[config.mk]
export PLATFORM = sky130hd
export DESIGN_NAME = axi_arbiter
export DESIGN_NICKNAME = d
export VERILOG_FILES = /design/src/verilog/soc_pkg.sv /design/src/verilog/axi_arbiter.sv
export SDC_FILE = /design/constraint.sdc
export NUM_CORES = 1
export LEC_CHECK = 0
export BUFFER_PORTS_ARGS = -buffer_cell sky130_fd_sc_hd__buf_2
export CAP_MARGIN = 20
export CORE_AREA = 2 2 142 144
export DETAILED_ROUTE_END_ITERATION = 16
export DIE_AREA = 0 0 144 146
export GPL_TIMING_DRIVEN = 0
export PLACE_DENSITY_LB_ADDON = 0.15
export SLEW_MARGIN = 20
export SYNTH_ARGS = -nofsm -noshare
export SYNTH_HDL_FRONTEND = slang
export SYNTH_SLANG_ARGS = --single-unit
[constraint.sdc]
create_clock -name clock -period 2.1 [get_ports clock]
set_clock_uncertainty 0.05 [all_clocks]
set_input_delay 0.315 -clock clock [delete_from_list [all_inputs] [get_ports clock]]
set_output_delay 0.315 -clock clock [all_outputs]
set_load 0.05 [all_outputs]
[src/verilog/soc_pkg.sv]
package soc_pkg;

	localparam int ADDR_W = 32;
	localparam int DATA_W = 32;
	localparam int STRB_W = DATA_W / 8;
	localparam int RESP_W = 2;

	typedef logic [ADDR_W-1:0] addr_t;
	typedef logic [DATA_W-1:0] data_t;
	typedef logic [STRB_W-1:0] strb_t;
	typedef logic [RESP_W-1:0] resp_t;

	// read response payload
	typedef struct packed {
		data_t data;
		resp_t resp;
	} r_chan_t;

	// write data payload
	typedef struct packed {
		data_t data;
		strb_t strb;
	} w_chan_t;

	typedef enum logic [1:0] {
		SEL_SRAM,
		SEL_UART,
		SEL_CLINT,
		SEL_NONE
	} slave_sel_t;

	localparam resp_t RESP_OKAY   = 2'd0;
	localparam resp_t RESP_DECERR = 2'd3;

	// address map
	localparam addr_t SRAM_BASE  = 32'h8000_0000;
	localparam int    SRAM_WORDS = 1024;
	localparam int    SRAM_IDX_W = $clog2(SRAM_WORDS);
	localparam addr_t SRAM_BYTES = addr_t'(SRAM_WORDS * STRB_W);
	localparam addr_t UART_ADDR  = 32'ha000_03f8;
	localparam addr_t CLINT_BASE  = 32'ha000_0048;
	localparam addr_t CLINT_BYTES = 32'd8;

endpackage

[src/verilog/axi_arbiter.sv]
`timescale 1ns/100ps

module axi_arbiter (
	input  logic             clock,
	input  logic             rst_i,
	input  soc_pkg::addr_t   inst_ar_addr_i,
	input  logic             inst_ar_valid_i,
	output logic             inst_ar_ready_o,
	output soc_pkg::r_chan_t inst_r_o,
	output logic             inst_r_valid_o,
	input  logic             inst_r_ready_i,
	input  soc_pkg::addr_t   data_ar_addr_i,
	input  logic             data_ar_valid_i,
	output logic             data_ar_ready_o,
	output soc_pkg::r_chan_t data_r_o,
	output logic             data_r_valid_o,
	input  logic             data_r_ready_i,
	input  soc_pkg::addr_t   data_aw_addr_i,
	input  logic             data_aw_valid_i,
	output logic             data_aw_ready_o,
	input  soc_pkg::w_chan_t data_w_i,
	input  logic             data_w_valid_i,
	output logic             data_w_ready_o,
	output soc_pkg::resp_t   data_b_resp_o,
	output logic             data_b_valid_o,
	input  logic             data_b_ready_i,
	output soc_pkg::addr_t   bus_ar_addr_o,
	output logic             bus_ar_valid_o,
	input  logic             bus_ar_ready_i,
	input  soc_pkg::r_chan_t bus_r_i,
	input  logic             bus_r_valid_i,
	output logic             bus_r_ready_o,
	output soc_pkg::addr_t   bus_aw_addr_o,
	output logic             bus_aw_valid_o,
	input  logic             bus_aw_ready_i,
	output soc_pkg::w_chan_t bus_w_o,
	output logic             bus_w_valid_o,
	input  logic             bus_w_ready_i,
	input  soc_pkg::resp_t   bus_b_resp_i,
	input  logic             bus_b_valid_i,
	output logic             bus_b_ready_o
);
	import soc_pkg::*;

	typedef enum logic [1:0] {IDLE, FETCH, LOAD, STORE} arb_state_t;

	arb_state_t state_q;
	addr_t      addr_q;
	w_chan_t    w_q;
	logic       ar_pend_q;
	logic       aw_pend_q;
	logic       w_pend_q;
	logic       idle;
	logic       grant_wr;
	logic       grant_rd;
	logic       grant_if;

	// store before load before fetch
	assign idle     = (state_q == IDLE);
	assign grant_wr = idle & data_aw_valid_i & data_w_valid_i;
	assign grant_rd = idle & data_ar_valid_i & ~grant_wr;
	assign grant_if = idle & inst_ar_valid_i & ~grant_wr & ~data_ar_valid_i;

	assign data_aw_ready_o = grant_wr;
	assign data_w_ready_o  = grant_wr;
	assign data_ar_ready_o = grant_rd;
	assign inst_ar_ready_o = grant_if;

	// granted request replayed from registers
	assign bus_ar_addr_o  = addr_q;
	assign bus_ar_valid_o = ar_pend_q;
	assign bus_aw_addr_o  = addr_q;
	assign bus_aw_valid_o = aw_pend_q;
	assign bus_w_o        = w_q;
	assign bus_w_valid_o  = w_pend_q;

	// responses only reach the owner
	assign inst_r_o       = bus_r_i;
	assign data_r_o       = bus_r_i;
	assign inst_r_valid_o = (state_q == FETCH) & bus_r_valid_i;
	assign data_r_valid_o = (state_q == LOAD) & bus_r_valid_i;
	assign bus_r_ready_o  = ((state_q == FETCH) & inst_r_ready_i) |
		((state_q == LOAD) & data_r_ready_i);
	assign data_b_resp_o  = bus_b_resp_i;
	assign data_b_valid_o = (state_q == STORE) & bus_b_valid_i;
	assign bus_b_ready_o  = (state_q == STORE) & data_b_ready_i;

	always_ff @(posedge clock) begin
		if (rst_i) begin
			state_q   <= IDLE;
			ar_pend_q <= 1'b0;
			aw_pend_q <= 1'b0;
			w_pend_q  <= 1'b0;
		end else begin
			case (state_q)
				IDLE: begin
					if (grant_wr) begin
						state_q   <= STORE;
						aw_pend_q <= 1'b1;
						w_pend_q  <= 1'b1;
					end else if (grant_rd) begin
						state_q   <= LOAD;
						ar_pend_q <= 1'b1;
					end else if (grant_if) begin
						state_q   <= FETCH;
						ar_pend_q <= 1'b1;
					end
				end
				FETCH, LOAD: begin
					if (ar_pend_q && bus_ar_ready_i)
						ar_pend_q <= 1'b0;
					if (bus_r_valid_i && bus_r_ready_o)
						state_q <= IDLE;
				end
				STORE: begin
					if (aw_pend_q && bus_aw_ready_i)
						aw_pend_q <= 1'b0;
					if (w_pend_q && bus_w_ready_i)
						w_pend_q <= 1'b0;
					if (bus_b_valid_i && bus_b_ready_o)
						state_q <= IDLE;
				end
				default: state_q <= IDLE;
			endcase
		end
	end

	always_ff @(posedge clock) begin
		if (grant_wr) begin
			addr_q <= data_aw_addr_i;
			w_q    <= data_w_i;
		end else if (grant_rd) begin
			addr_q <= data_ar_addr_i;
		end else if (grant_if) begin
			addr_q <= inst_ar_addr_i;
		end
	end

endmodule

Word-level counts from Yosys, hierarchy flattened:

Index checks and enable logic that the tools add are counted.

* equality and inequality tests: 12
* muxes and demuxes: 19
* bitwise gates (word level): 16
* reduce and logical (&&, ||, !) cells: 14

Operators by type and width (number)
* 2-to-1 mux 32 bit: 3
* bitwise AND 1 bit: 13
* 2-to-1 mux 2 bit: 5
* AND reduction 3 bit: 3
* inequality test 2 x 1 -> 1 bit (second input constant): 4
* 2-to-1 mux 1 bit: 7
* inequality test 2 bit (second input constant): 3
* case mux 1 bit (2 select lines): 3
* case mux 2 bit (3 select lines): 1
* logical AND 1 bit: 5
* == test 2 bit (second input constant): 2
* inequality test 4 x 3 -> 1 bit (second input constant): 1
* AND reduction 4 bit: 1
* nonzero test 2 bit: 2
* inequality test 3 bit (second input constant): 1
* nonzero test 3 bit: 1
* == test 2 x 1 -> 1 bit (second input constant): 1
* zero test 2 bit: 1
* NOT 1 bit: 2
* OR reduction 2 bit: 1
* bitwise OR 1 bit: 1

* bits in registers: 73
* input bits: 182
* logic and storage cells: 68

Logic depth before layout (Yosys ltp):

Gate-level depths: netlist of run 1.

* word-level depth: 10
* gate-level depth with buffers: 9

Least setup slack after synthesis of run 1:

Ideal clock, no wire load.

* kind: register -> output
* start: register state_q[0]
* end: output data_ar_ready_o
* data arrival time: 2.129 ns
* required time: 1.735 ns
* slack: -0.394 ns
* cell stages (with the launch flop): 8
* buffers on the path: 2
* path through: dfxtp_1 inv_1 ha_1 buf_4 nand3_2 inv_2 buf_2 nor2_1

* cells in the longest elaborated chain, start to end: 5
* elaborated cells between the ends (all ways): 6

Ends and longest elaborated chain
* from (decl): line axi_arbiter.sv:47 `arb_state_t state_q;`
* from (signal assigned): line axi_arbiter.sv:90 `state_q <= IDLE;`
* from (signal assigned): line axi_arbiter.sv:98 `state_q <= STORE;`
* from (signal assigned): line axi_arbiter.sv:102 `state_q <= LOAD;`
* zero test 2 bit: line axi_arbiter.sv:59 `assign idle = (state_q == IDLE);`
* bitwise AND 1 bit (2 in a row): line axi_arbiter.sv:60 `assign grant_wr = idle & data_aw_valid_i & data_w_valid_i;`
* named net data_aw_ready_o: line axi_arbiter.sv:20 `output logic data_aw_ready_o,`
* NOT 1 bit: line axi_arbiter.sv:61 `assign grant_rd = idle & data_ar_valid_i & ~grant_wr;`
* bitwise AND 1 bit: line axi_arbiter.sv:61
* to (decl): line axi_arbiter.sv:14 `output logic data_ar_ready_o,`

The timed path passes the listed nets, and every way through them passes these cells.

Worst setup path in the final report of run 1:

* start: register state_q[1]
* end: output data_ar_ready_o

* cells in the longest elaborated chain, start to end: 5
* elaborated cells between the ends (all ways): 6

Ends and longest elaborated chain (line)
* zero test 2 bit *: axi_arbiter.sv:59
* bitwise AND 1 bit (2 in a row): axi_arbiter.sv:60
* NOT 1 bit: axi_arbiter.sv:61
* bitwise AND 1 bit *: axi_arbiter.sv:61

Every way passes the cells marked *; elsewhere a longest branch is shown, timed or not.

==> results of run 1 <==
repair_timing:
item	4_1_cts	5_1_grt
buffers inserted	3	3
gates resized for setup	13	6
gates cloned	2	0
endpoints found under the setup margin	4	23
state kept, by name (all words and copies together), names as in the netlist:
register        cells
bus_w_o            36
bus_ar_addr_o      32
state_q             2
bus_ar_valid_o      1
bus_aw_valid_o      1
bus_w_valid_o       1
worst paths after layout:
kind / end / slack [ns]
worst max-delay path: data_ar_ready_o / 0.09
worst min-delay path: bus_w_o[12] / 0.11
worst max register to register: bus_ar_addr_o[1] / 0.21
worst min register to register: state_q[1] / 0.49
worst max-delay path: cells and delay by family, from the launching register on:
kind	cells	cell delay (ns)
buf+inv	5	0.55
simple gates	2	0.20
flops	1	0.36
fa+ha+maj	1	0.18
synthesized netlist by cell type:
master,number,area [um2]
ha_1,5,62.56
mux2i_1,35,350.3
nand3_2,1,10.01
a221o_1,1,10.01
nand2_1,37,138.9
o21ai_1,21,105.1
o21ai_0,13,65.06
a2bb2oi_1,1,8.760
inv_2,1,3.750
buf_2,4,20.02
nor2b_1,1,6.260
nor4b_1,1,8.760
edfxtp_1,68,2042
inv_1,3,11.26
nand2b_1,2,12.51
a22o_1,1,8.760
clkbuf_1,2,7.510
a21bo_2,2,20.02
o21bai_1,2,15.01
a21oi_1,2,10.01
buf_4,109,818.3
dfxtp_1,5,100.1
and4b_1,1,10.01
a22oi_1,1,7.510
o211ai_1,1,7.510
nor2_1,2,7.510
and2_1,5,31.28
nand2_4,1,11.26
metal layers:
metal | vias up | track usage, % | share of wire, %
met5 | - | 0 | 0
met1 | 1627 | 13.63 | 36
met3 | 12 | 4.738 | 10
met4 | 0 | 3.971 | 1.3
li1 | 1731 | - | -
met2 | 219 | 24.12 | 52
report_power, final:
part           internal [mW]  leakage (nW)  switching (mW)
Clock                   1.17         0.163           0.622
Combinational           1.65          2.40            4.08
Sequential              2.21         0.698           0.246
per-stage QoR:
| step | hold slack, ns | cells | util (%) |
|---|---|---|---|
| 3_5_place_dp | 0.4438 | 920 | 30.56 |
| 5_1_grt | 0.08579 | 945 | 33.18 |
| 3_3_place_gp | 0.4431 | 919 | 30.40 |
| 4_1_cts | 0.08149 | 941 | 33.02 |
| 6_report | 0.1059 | 945 | 33.18 |
| 2_1_floorplan | 0.3341 | 328 | - |
final cells by class:
type	instances	share of cell area (%)
tap	265	5.169
sequential	73	33.43
antenna	1	0.03901
inverter	4	0.2731
buffer	115	13.58
timing repair buffer	335	27.81
clock buffer	10	3.569
clock inverter	6	1.794
multi-input combinational	136	14.34
logic make-up (layout without fill, tap and decap cells):
| group | Yosys count | count (layout) |
|---|---|---|
| buffers and inverters | 119 | 470 |
| and+or+nand+nor | 51 | 51 |
| AOI/OAI and AO/OA | 45 | 45 |
| muxes | 35 | 35 |
| adders and majority gates | 5 | 5 |
| DFF | 73 | 73 |
| other | 0 | 1 |
==> run summary, run 1 <==
The number of instances in the synthesized netlist is 328. Leaving out fill and tap cells, the most frequent cells in the layout are 326 x buf_2, 114 x buf_4, 68 x edfxtp_1. The count of filler cells inserted in the layout was 2031; the count of different cell masters after synthesis was 28. For the total core area, the log shows 0.01933 mm2. The run gives 0 ns as the sum of negative setup slack. The H-tree depth was 3; the number of port buffers was 326. The adder-cell share of the synthesized area was 1.600%; the overall power after layout was 9.975 mW. After synthesis, the largest family of logic cells by area is buffers and inverters.

The startpoint identified for the worst register-to-register timing path is state_q[1]. The logs give 0.34 ns for the later-pin clock latency in the skew report and 4 for the length of the first detailed-routing pass in iterations. The global router's overall resource usage is 13.06%.

Across all layers, the routed design uses 3589 vias. The run gives 0 as the hold violation count in the final report. The run finished with clean final reports. Setup slack on the critical path of the routed design comes to 0.08685 ns. The finished cells cover 0.006415 mm2. The logs give 0 for the number of slew-limit violations in the final report and 2 for the maximum root-to-sink buffer count. The die covers 0.02102 mm2.

For this run, the slowest stage of the critical path takes 0.36 ns. The routed design could run at a clock period as short as 2.013 ns. The number of nets handed over by synthesis was 515.

The residual DRC count is 0, and the site row count is 51. For the worst setup path, the data arrival time is 1.65 ns. The remaining max-slew budget at the tightest pin was 69.29%. The portion of synthesized area spent on multiplexers is 8.960%. The first global-routing pass estimated 20470 um of wire.

In this run the worst setup path begins at state_q[1]. Max-cap violations in this run came to 0. The endpoint required time on the critical path is 1.74 ns. The routed wirelength normalized by instance count was 15.12 um; the leakage power of the design was 3.257 nW.

Total number of yosys warnings: 0. Clock transition at the registers of the reported paths: 0.06 ns. 364 I/O pins were placed. The largest individual stage delay along the critical path comes from the cell dfxtp_2.

The run gives 14290 um as the routed wire length. The DRC marker count from the first detailed-route iteration was 98. Summing the areas of all xor and xnor instances in the mapped netlist gives 0% of the synthesized area. The number of global-route vias before repair is 3703, and the power density over the cells is 1555 mW/mm2. The kind of critical path was reg2out. The global placer's final weighted congestion was 0.7459; the post-detailed-placement half-perimeter wirelength was 11560 um. Counting cells, the worst reg-to-reg path comes to 10. Prior to clock tree synthesis, the placed netlist has a worst setup slack of -0.3055 ns.

The tools report the sequential cell area as 0.002145 mm2. The run gives 496.7 MHz as the achievable clock frequency. The library cell used most frequently in the layout, excluding fill and tap cells, is buf_2. The depth of the worst hold-timing path came out at 1. For the largest vdd supply drop, the log shows 822.6 uV. The ratio of final minimum period to clock period is 95.86%.

Relative to the synthesized area, the layout overhead comes to 64.06%. Buffers inserted to repair hold after CTS numbered 0. TritonCTS built the clock tree. The area occupied by multi-input gates came out at 919.6 um2. STA classifies the critical path endpoint as an output port. The initial utilization of the core area, before any placement, comes to 20.22%. Entering global routing, the biggest net connects 24 pins. The type of the most critical hold path is in2reg.

After synthesis the cells add up to 0.003910 mm2. Traced cell by cell, the critical path runs through inv_2 -> ha_1 -> buf_6 -> nand3_4 -> inv_4 -> buf_12 -> nor2_2 -> buf_6. The tools report the master cell of the clock root buffer as clkbuf_16.

In the routed layout, each cell is associated on average with a via count of 3.798. At the pin with the least slew margin, the transition time is 0.4590 ns. The die height works out to 146 um. Counting stages on the worst path, the most repeated cell is buf_6.

STA classifies the critical path startpoint as a register. In this run the most critical hold path is launched from data_w_i[12]. In this run the cell area measured after placement is 0.005908 mm2. CTS sink count: 73.

The clock buffer count from CTS is 9, and the largest driver fanout on the critical path is 9. For the initial antenna violation count, the log shows 2. Summing the areas of all and, or, nand and nor instances in the mapped netlist gives 6.048% of the synthesized area. The post-route netlist has 69.96% of its cells at a drive strength greater than 1. A synthesized cell averages 11.92 um2. The synthesized netlist devotes 6.592% of its cell area to compound gates. The die is 144 um wide.

Once detail routing completed, the nets flagged for antenna violations numbered 0. The final layout contains 861 nets. Setup violations remaining at the end of the flow were counted as 0.

Sum of overflow across all layers after global routing: 0. Sequential cells were found to cover 54.78% of the synthesized design area. In this run, synthesis produced a sequential element count of 73.
(Power assumes the default switching activity.)
==> run 2, diff against run 1 <==
- BUFFER_PORTS_ARGS: -buffer_cell sky130_fd_sc_hd__buf_2 -> -buffer_cell sky130_fd_sc_hd__clkbuf_2
- CORE_AREA: 2 2 142 144 -> 2 2 139 141
- DIE_AREA: 0 0 144 146 -> 0 0 141 143
- clock period: 2.1 -> 1.8 ns (I/O delays scaled with it)
==> run summary, run 2 (synthesized netlist as in run 1, its figures left out) <==
The global-route wire length before repair came out at 19510 um (-4.7%). The final setup violation count is 2 (+2), and the clock transition at the registers of the reported paths is 0.06 ns (about the same). The cell count of the worst reg-to-reg path was 9 (-1). For the max-cap check violation count, the log shows 0 (unchanged). Remaining max-slew budget at the tightest pin: 65.88% (-3.4 points). The detail-routed via count per cell came out at 3.930 (+3.5%). CTS placed an instance of clkbuf_16 at the clock tree root. The tools report the fraction of power consumed by sequential logic as 24.8% (+0.2 points). For the fraction of power consumed by combinational cells, the log shows 59.7% (+2.2 points). The sum of negative setup slack is -0.08288 ns (-0.08288 ns). The power density over the cells was 1788 mW/mm2 (+15%); the area enclosed by the die boundary was 0.02016 mm2 (-4.1%).

The logs give 34.83% (+1.7 points) for the final core utilization and 15.5% (-2.4 points) for the clock network fraction of total power. For the length of the first detailed-routing pass in iterations, the log shows 4 (unchanged). The tools report the internal power contribution as 5.700 mW (+13%). The number of port buffers is 326 (unchanged).

The actual transition at the worst max-transition pin is 0.5119 ns (+0.05291 ns). The total net switching power was 5.869 mW (+19%); the CTS sink count was 73 (unchanged). The type of the most critical hold path is in2reg. Horizontal die dimension: 141 um (-2.1%). The clock period minus worst slack was 1.859 ns.

The run gives 968.4 um2 (+5.3%) as the area occupied by multi-input gates. The run gives 3.321 nW (+2.0%) as the leakage power of the design. TritonCTS built the clock tree.

The post-detailed-placement half-perimeter wirelength was 11430 um (-1.1%). The run gives 14290 um (about the same) as the routed wire length. The worst setup path is captured at an output port. The worst setup path endpoint is data_w_ready_o. The total I/O pin count was 364 (unchanged); the largest vdd supply drop was 544.0 uV (-34%). The maximum root-to-sink buffer count is 2 (unchanged).

Most common cell after layout, fill and taps aside: clkbuf_2. The die height was 143 um (-2.1%); the hold violation count in the final report was 0 (unchanged). H-tree depth: 3 (unchanged). The site row count was 50 (-2.0%); the growth of design area from synthesis to finish was 65.50%.

The depth of the worst hold-timing path works out to 1 (unchanged). The residual DRC count was 0 (unchanged); the critical path arrival was 1.54 ns (-0.11 ns). The tools report the global router's overall resource usage as 13.19% (+0.13 points). The total core area was 0.01858 mm2 (-3.9%). The largest driver fanout on the critical path is 6 (-3). Setup repair after global routing could not meet its margin everywhere. The count of filler cells inserted in the layout came out at 1893 (-6.8%). The sequential cell area was 0.002145 mm2 (unchanged). The checks that failed: setup timing. The run gives 0 (-1) as the antenna cell count. Leaving out fill and tap cells, the most frequent cells in the layout are 320 x clkbuf_2, 116 x buf_4, 68 x edfxtp_1.

Global placer's final weighted congestion: 0.7435 (-0.32%). The run gives 21.04% (+0.82 points) as the initial standard-cell utilization of the core. The run gives 9 (unchanged) as the clock buffer count from CTS. The net count of the finished layout is 865 (+0.46%), and the number of global-route vias before repair is 3585 (-3.2%).

The flow ran to the end, but the final reports show violations. In this run the critical register-to-register path is captured at bus_ar_addr_o[21]. The DRC marker count from the first detailed-route iteration is 101 (+3.1%).

For the final setup slack of the worst path, the log shows -0.05929 ns (-0.1461 ns). The pin count of the biggest net entering global routing came out at 33 (+38%). Based on the critical path, the design can be clocked at up to 537.8 MHz. The fraction of power spent switching nets was 50.73% (+1.1 points). The initial antenna violation count is 0 (-2), and the routed via count is 3604 (+0.42%). The startpoint of the worst-slack reg-to-reg timing path was state_q[0]. The routed wirelength normalized by instance count is 15.58 um (+3.0%), and the slack of the worst reg-to-reg path is 0.08 ns (-0.13 ns). The worst setup path is launched from a register. The later-pin clock latency in the skew report is 0.34 ns (about the same). Dividing the final minimum period by the clock period gives 103.3%.

The run gives 0 (unchanged) as the final antenna-violating net count. The kind of critical path was reg2out. For the overall power after layout, the log shows 11.57 mW (+16%). The beginning of the critical path was state_q[0].

Number of slew-limit violations in the final report: 0 (unchanged). The share of layout cells above drive strength 1 works out to 70.86% (+0.91 points). The number of flip-flops in the largest register is 36 (unchanged), and the sum of overflow across all layers after global routing is 0 (unchanged). For the endpoint required time on the critical path, the log shows 1.48 ns (-0.26 ns).
-- run 2: how the worst min path moves through the flow --
stage,start,endpoint,slack (ns)
after CTS,data_w_i[24],bus_w_o[24],0.03
final,data_w_i[4],bus_w_o[4],0.05
after detailed placement,data_w_i[24],bus_w_o[24],0.40
after global placement,data_w_i[17],bus_w_o[17],0.40
after floorplan,rst_i,bus_aw_valid_o,0.29
after global routing,data_w_i[24],bus_w_o[24],0.03
-- run 2: per-stage QoR --
step | cells | instance area [um2] | hold WS, ns | setup WS, ns
6_report | 917 | 6471 | 0.05071 | -0.05929
5_1_grt | 917 | 6471 | 0.03122 | -0.1262
4_1_cts | 915 | 6414 | 0.03017 | -0.1137
3_5_place_dp | 888 | 5854 | 0.3992 | -0.3920
3_3_place_gp | 888 | 5854 | 0.3989 | -0.3686
2_1_floorplan | 328 | 3930 | 0.2891 | 0.01214
-- run 2: layout make-up --
| class | instances | area share (%) |
|---|---|---|
| flip-flops and latches | 73 | 33.14 |
| repair buffers | 340 | 28.77 |
| multi-input cells | 136 | 14.97 |
| plain buffers | 114 | 13.73 |
| well taps | 234 | 4.524 |
| clock buffers | 9 | 3.480 |
| clock inverters | 7 | 1.083 |
| inverters | 4 | 0.3094 |
-- run 2: what timing repair did --
| action | 4_1_cts | 5_1_grt |
|---|---|---|
| gates cloned | 2 | 0 |
| pin swaps | 3 | 4 |
| resized for setup | 33 | 14 |
| endpoints found under the setup margin | 105 | 51 |
| setup buffers | 9 | 4 |
| hold buffers | 0 | 0 |
| hold endpoints to repair | 0 | 0 |
-- run 2: critical path: stages, from the launching register on --
cell       delay (ns)
dfxtp_2          0.33
inv_2            0.08
ha_4             0.21
nand3_4          0.13
clkinv_4         0.09
buf_12           0.12
buf_6            0.09
clkbuf_16        0.14
-- run 2: layer usage --
metal | vias up | track usage (%) | routed length [um]
met5 | - | 0 | 0
met4 | 0 | 4.632 | 211
met3 | 15 | 5.198 | 1444
met2 | 214 | 25.06 | 7634
met1 | 1639 | 13.00 | 4995
li1 | 1736 | - | -
-- run 2: power by group through the flow --
stage | Combinational [mW] | Sequential (mW) | Clock [mW]
5_1_grt | 7.24 | 2.93 | 1.93
3_3_place_gp | 6.47 | 2.91 | 0
4_1_cts | 6.86 | 2.89 | 1.87
2_1_floorplan | 3.38 | 4.52 | 0
3_5_place_dp | 6.49 | 2.93 | 0
6_report | 6.91 | 2.86 | 1.80
==> run 3, diff against run 2 <==
==> constraint.sdc (replaced) <==
create_clock -name clock -period 1.8 [get_ports clock]
set_clock_uncertainty 0.05 [all_clocks]
set_input_delay 0.09 -clock clock [delete_from_list [all_inputs] [get_ports clock]]
set_output_delay 0.09 -clock clock [all_outputs]
set_load 0.05 [all_outputs]
==> run summary, run 3 (synthesized netlist as in run 1, its figures left out) <==
Share of layout cells above drive strength 1: 63.83% (-7.0 points). For the site row count, the log shows 50 (unchanged). The final antenna-violating net count is 0 (unchanged), and the sum of overflow across all layers after global routing is 0 (unchanged). Antenna cell count: 0 (unchanged). The run gives 0 ns (+0.08288 ns) as the sum of negative setup slack.

TritonCTS built the clock tree. For the initial antenna violation count, the log shows 1 (+1). The detail-routed via count per cell is 3.903 (-0.70%), and the power density over the cells is 1646 mW/mm2 (-7.9%). The endpoint required time on the critical path was 1.66 ns (+0.18 ns). Number of global-route vias before repair: 3906 (+9.0%). The global placer's final weighted congestion is 0.7734 (+4.0%), and the largest vdd supply drop is 888.6 uV (+63%). Setup repair after global routing left no endpoint under its margin. The global router's overall resource usage was 14.08% (+0.89 points). The tools report the residual DRC count as 0 (unchanged).

The tools report the later-pin clock latency in the skew report as 0.34 ns (about the same). The internal power contribution was 5.854 mW (+2.7%); the growth of design area from synthesis to finish was 82.82%. The logs give 20960 um (+7.5%) for the global-route wire length before repair and 0.005842 mm2 (-0.21%) for the area after detailed placement.

The run gives 0 (unchanged) as the number of slew-limit violations in the final report. DRC marker count from the first detailed-route iteration: 98 (-3.0%). The horizontal die dimension is 141 um (unchanged). The max-cap check violation count was 0 (unchanged).

The tools report the length of the first detailed-routing pass in iterations as 7 (+3). The run finished with clean final reports. The pin count of the biggest net entering global routing was 33 (unchanged). The type of the most critical hold path was in2reg. The number of flip-flops in the largest register works out to 36 (unchanged). The achievable clock frequency was 584.3 MHz (+8.6%). Leaving out fill and tap cells, the most frequent cells in the layout are 324 x clkbuf_2, 115 x buf_4, 70 x dlygate4sd3_1. The net count of the finished layout was 934 (+8.0%); the ratio of final minimum period to clock period was 95.07% (-8.2 points).

The tools report the fraction of power consumed by combinational cells as 58.9% (-0.8 points). The hold violation count in the final report is 0 (unchanged). Kind of critical path: reg2out.

Routed wirelength normalized by instance count: 15.35 um (-1.5%). The tools report the post-detailed-placement half-perimeter wirelength as 11620 um (+1.7%). The most common cell after layout, fill and taps aside was clkbuf_2. The largest driver fanout on the critical path is 9 (+3). The clock transition at the registers of the reported paths is 0.06 ns (about the same), and the overall power after layout is 11.76 mW (+1.7%).

The CTS sink count was 73 (unchanged); the fraction of power spent switching nets was 50.24% (-0.49 points). For the total I/O pin count, the log shows 364 (unchanged). For the fraction of power consumed by sequential logic, the log shows 24.6% (-0.2 points). The logs give 0.02016 mm2 (unchanged) for the area enclosed by the die boundary and 5.911 mW (+0.70%) for the total net switching power. The final setup violation count is 0 (-2), and the remaining max-slew budget at the tightest pin is 62.26% (-3.6 points). The total core area was 0.01858 mm2 (unchanged). The clock period minus worst slack was 1.711 ns (-0.1480 ns); the initial standard-cell utilization of the core was 21.04% (unchanged). The final instance area was 0.007148 mm2 (+10%). The master cell of the clock root buffer was clkbuf_16. The die height came out at 143 um (unchanged).

H-tree depth: 3 (unchanged). The worst setup path is launched from a register. The logs give 3.627 nW (+9.2%) for the leakage power of the design and 2 (unchanged) for the maximum root-to-sink buffer count. The worst setup path is captured at an output port. The actual transition at the worst max-transition pin is 0.5601 ns (+0.04827 ns), and the routed via count is 3848 (+6.8%). The logs give 16.5% (+1.0 points) for the clock network fraction of total power and 1.57 ns (+0.03 ns) for the critical path arrival.

The run gives 9 (unchanged) as the clock buffer count from CTS. The run gives 15130 um (+5.9%) as the routed wire length. The number of port buffers is 326 (unchanged).
-- run 3: changes by cell type in the layout (fill, tap and decap cells not counted), moves of 2 or more --
cell	previous run	this run
dlygate4sd3_1	0	70
clkbuf_2	320	324
clkinv_4	1	4
clkinvlp_4	3	0
ha_1	1	4
buf_8	3	1
clkbuf_4	3	1
ha_2	2	0
-- run 3: critical path, cell delays in order (launching register included) --
cell	delay, ns
dfxtp_2	0.34
inv_2	0.06
ha_4	0.20
nand3_4	0.10
clkinv_4	0.08
buf_12	0.15
nor2_2	0.11
clkbuf_8	0.18
-- run 3: final timing paths --
kind / from / to / slack (ns) / cells past startpoint
worst max register to register: state_q[1] / bus_ar_addr_o[10] / 0.12 / 9
worst max-delay path: state_q[1] / data_ar_ready_o / 0.09 / 7
worst min-delay path: data_aw_addr_i[16] / bus_ar_addr_o[16] / 0.009 / 3
worst min register to register: bus_ar_valid_o / bus_ar_valid_o / 0.49 / 2
-- run 3: layout make-up --
| cell class | count | area (um2) |
|---|---|---|
| clock buffers | 9 | 225.2 |
| repair buffers | 409 | 2526 |
| multi-input cells | 136 | 954.7 |
| flip-flops and latches | 73 | 2145 |
| plain buffers | 114 | 889.6 |
| inverters | 4 | 20.02 |
| clock inverters | 7 | 95.09 |
| well taps | 234 | 292.8 |
| fillers | 1867 | 11430 |
-- run 3: stage by stage --
| stage | utilization (%) | setup WS [ns] | hold WS, ns | instances |
|---|---|---|---|---|
| finish | 38.47 | 0.08867 | 0.008948 | 986 |
| global route | 38.47 | 0.009989 | 0.01868 | 986 |
| CTS | 38.43 | 0.01741 | 0.003099 | 986 |
| detailed placement | 31.44 | -0.4280 | 0.2187 | 888 |
| global placement | 31.44 | -0.3800 | 0.2190 | 888 |
| floorplan | - | -0.06564 | 0.1091 | 328 |
-- run 3: layer usage --
layer  track usage [%]  vias up  part of all wire [%]
met5                 0        -                 0.086
met4             3.737        2                   1.1
met3             4.795       12                   8.2
met2             27.21      222                    54
met1             14.46     1733                    37
li1                  -     1879                     -
-- run 3: power by group through the flow --
| stage | clock network (mW) | registers (mW) | logic, mW |
|---|---|---|---|
| after floorplan | 0 | 4.52 | 3.36 |
| after global placement | 0 | 2.94 | 6.48 |
| after detailed placement | 0 | 2.95 | 6.49 |
| after CTS | 2.01 | 2.91 | 7.03 |
| after global routing | 2.07 | 2.95 | 7.30 |
| final | 1.94 | 2.89 | 6.93 |
-- run 3: what timing repair did --
action                     4_1_cts  5_1_grt
cloned                           2        0
hold endpoints to repair        69        0
gates resized for setup         34        4
setup endpoints to repair      102       15
setup buffers                   10        1
hold buffers                    70        0
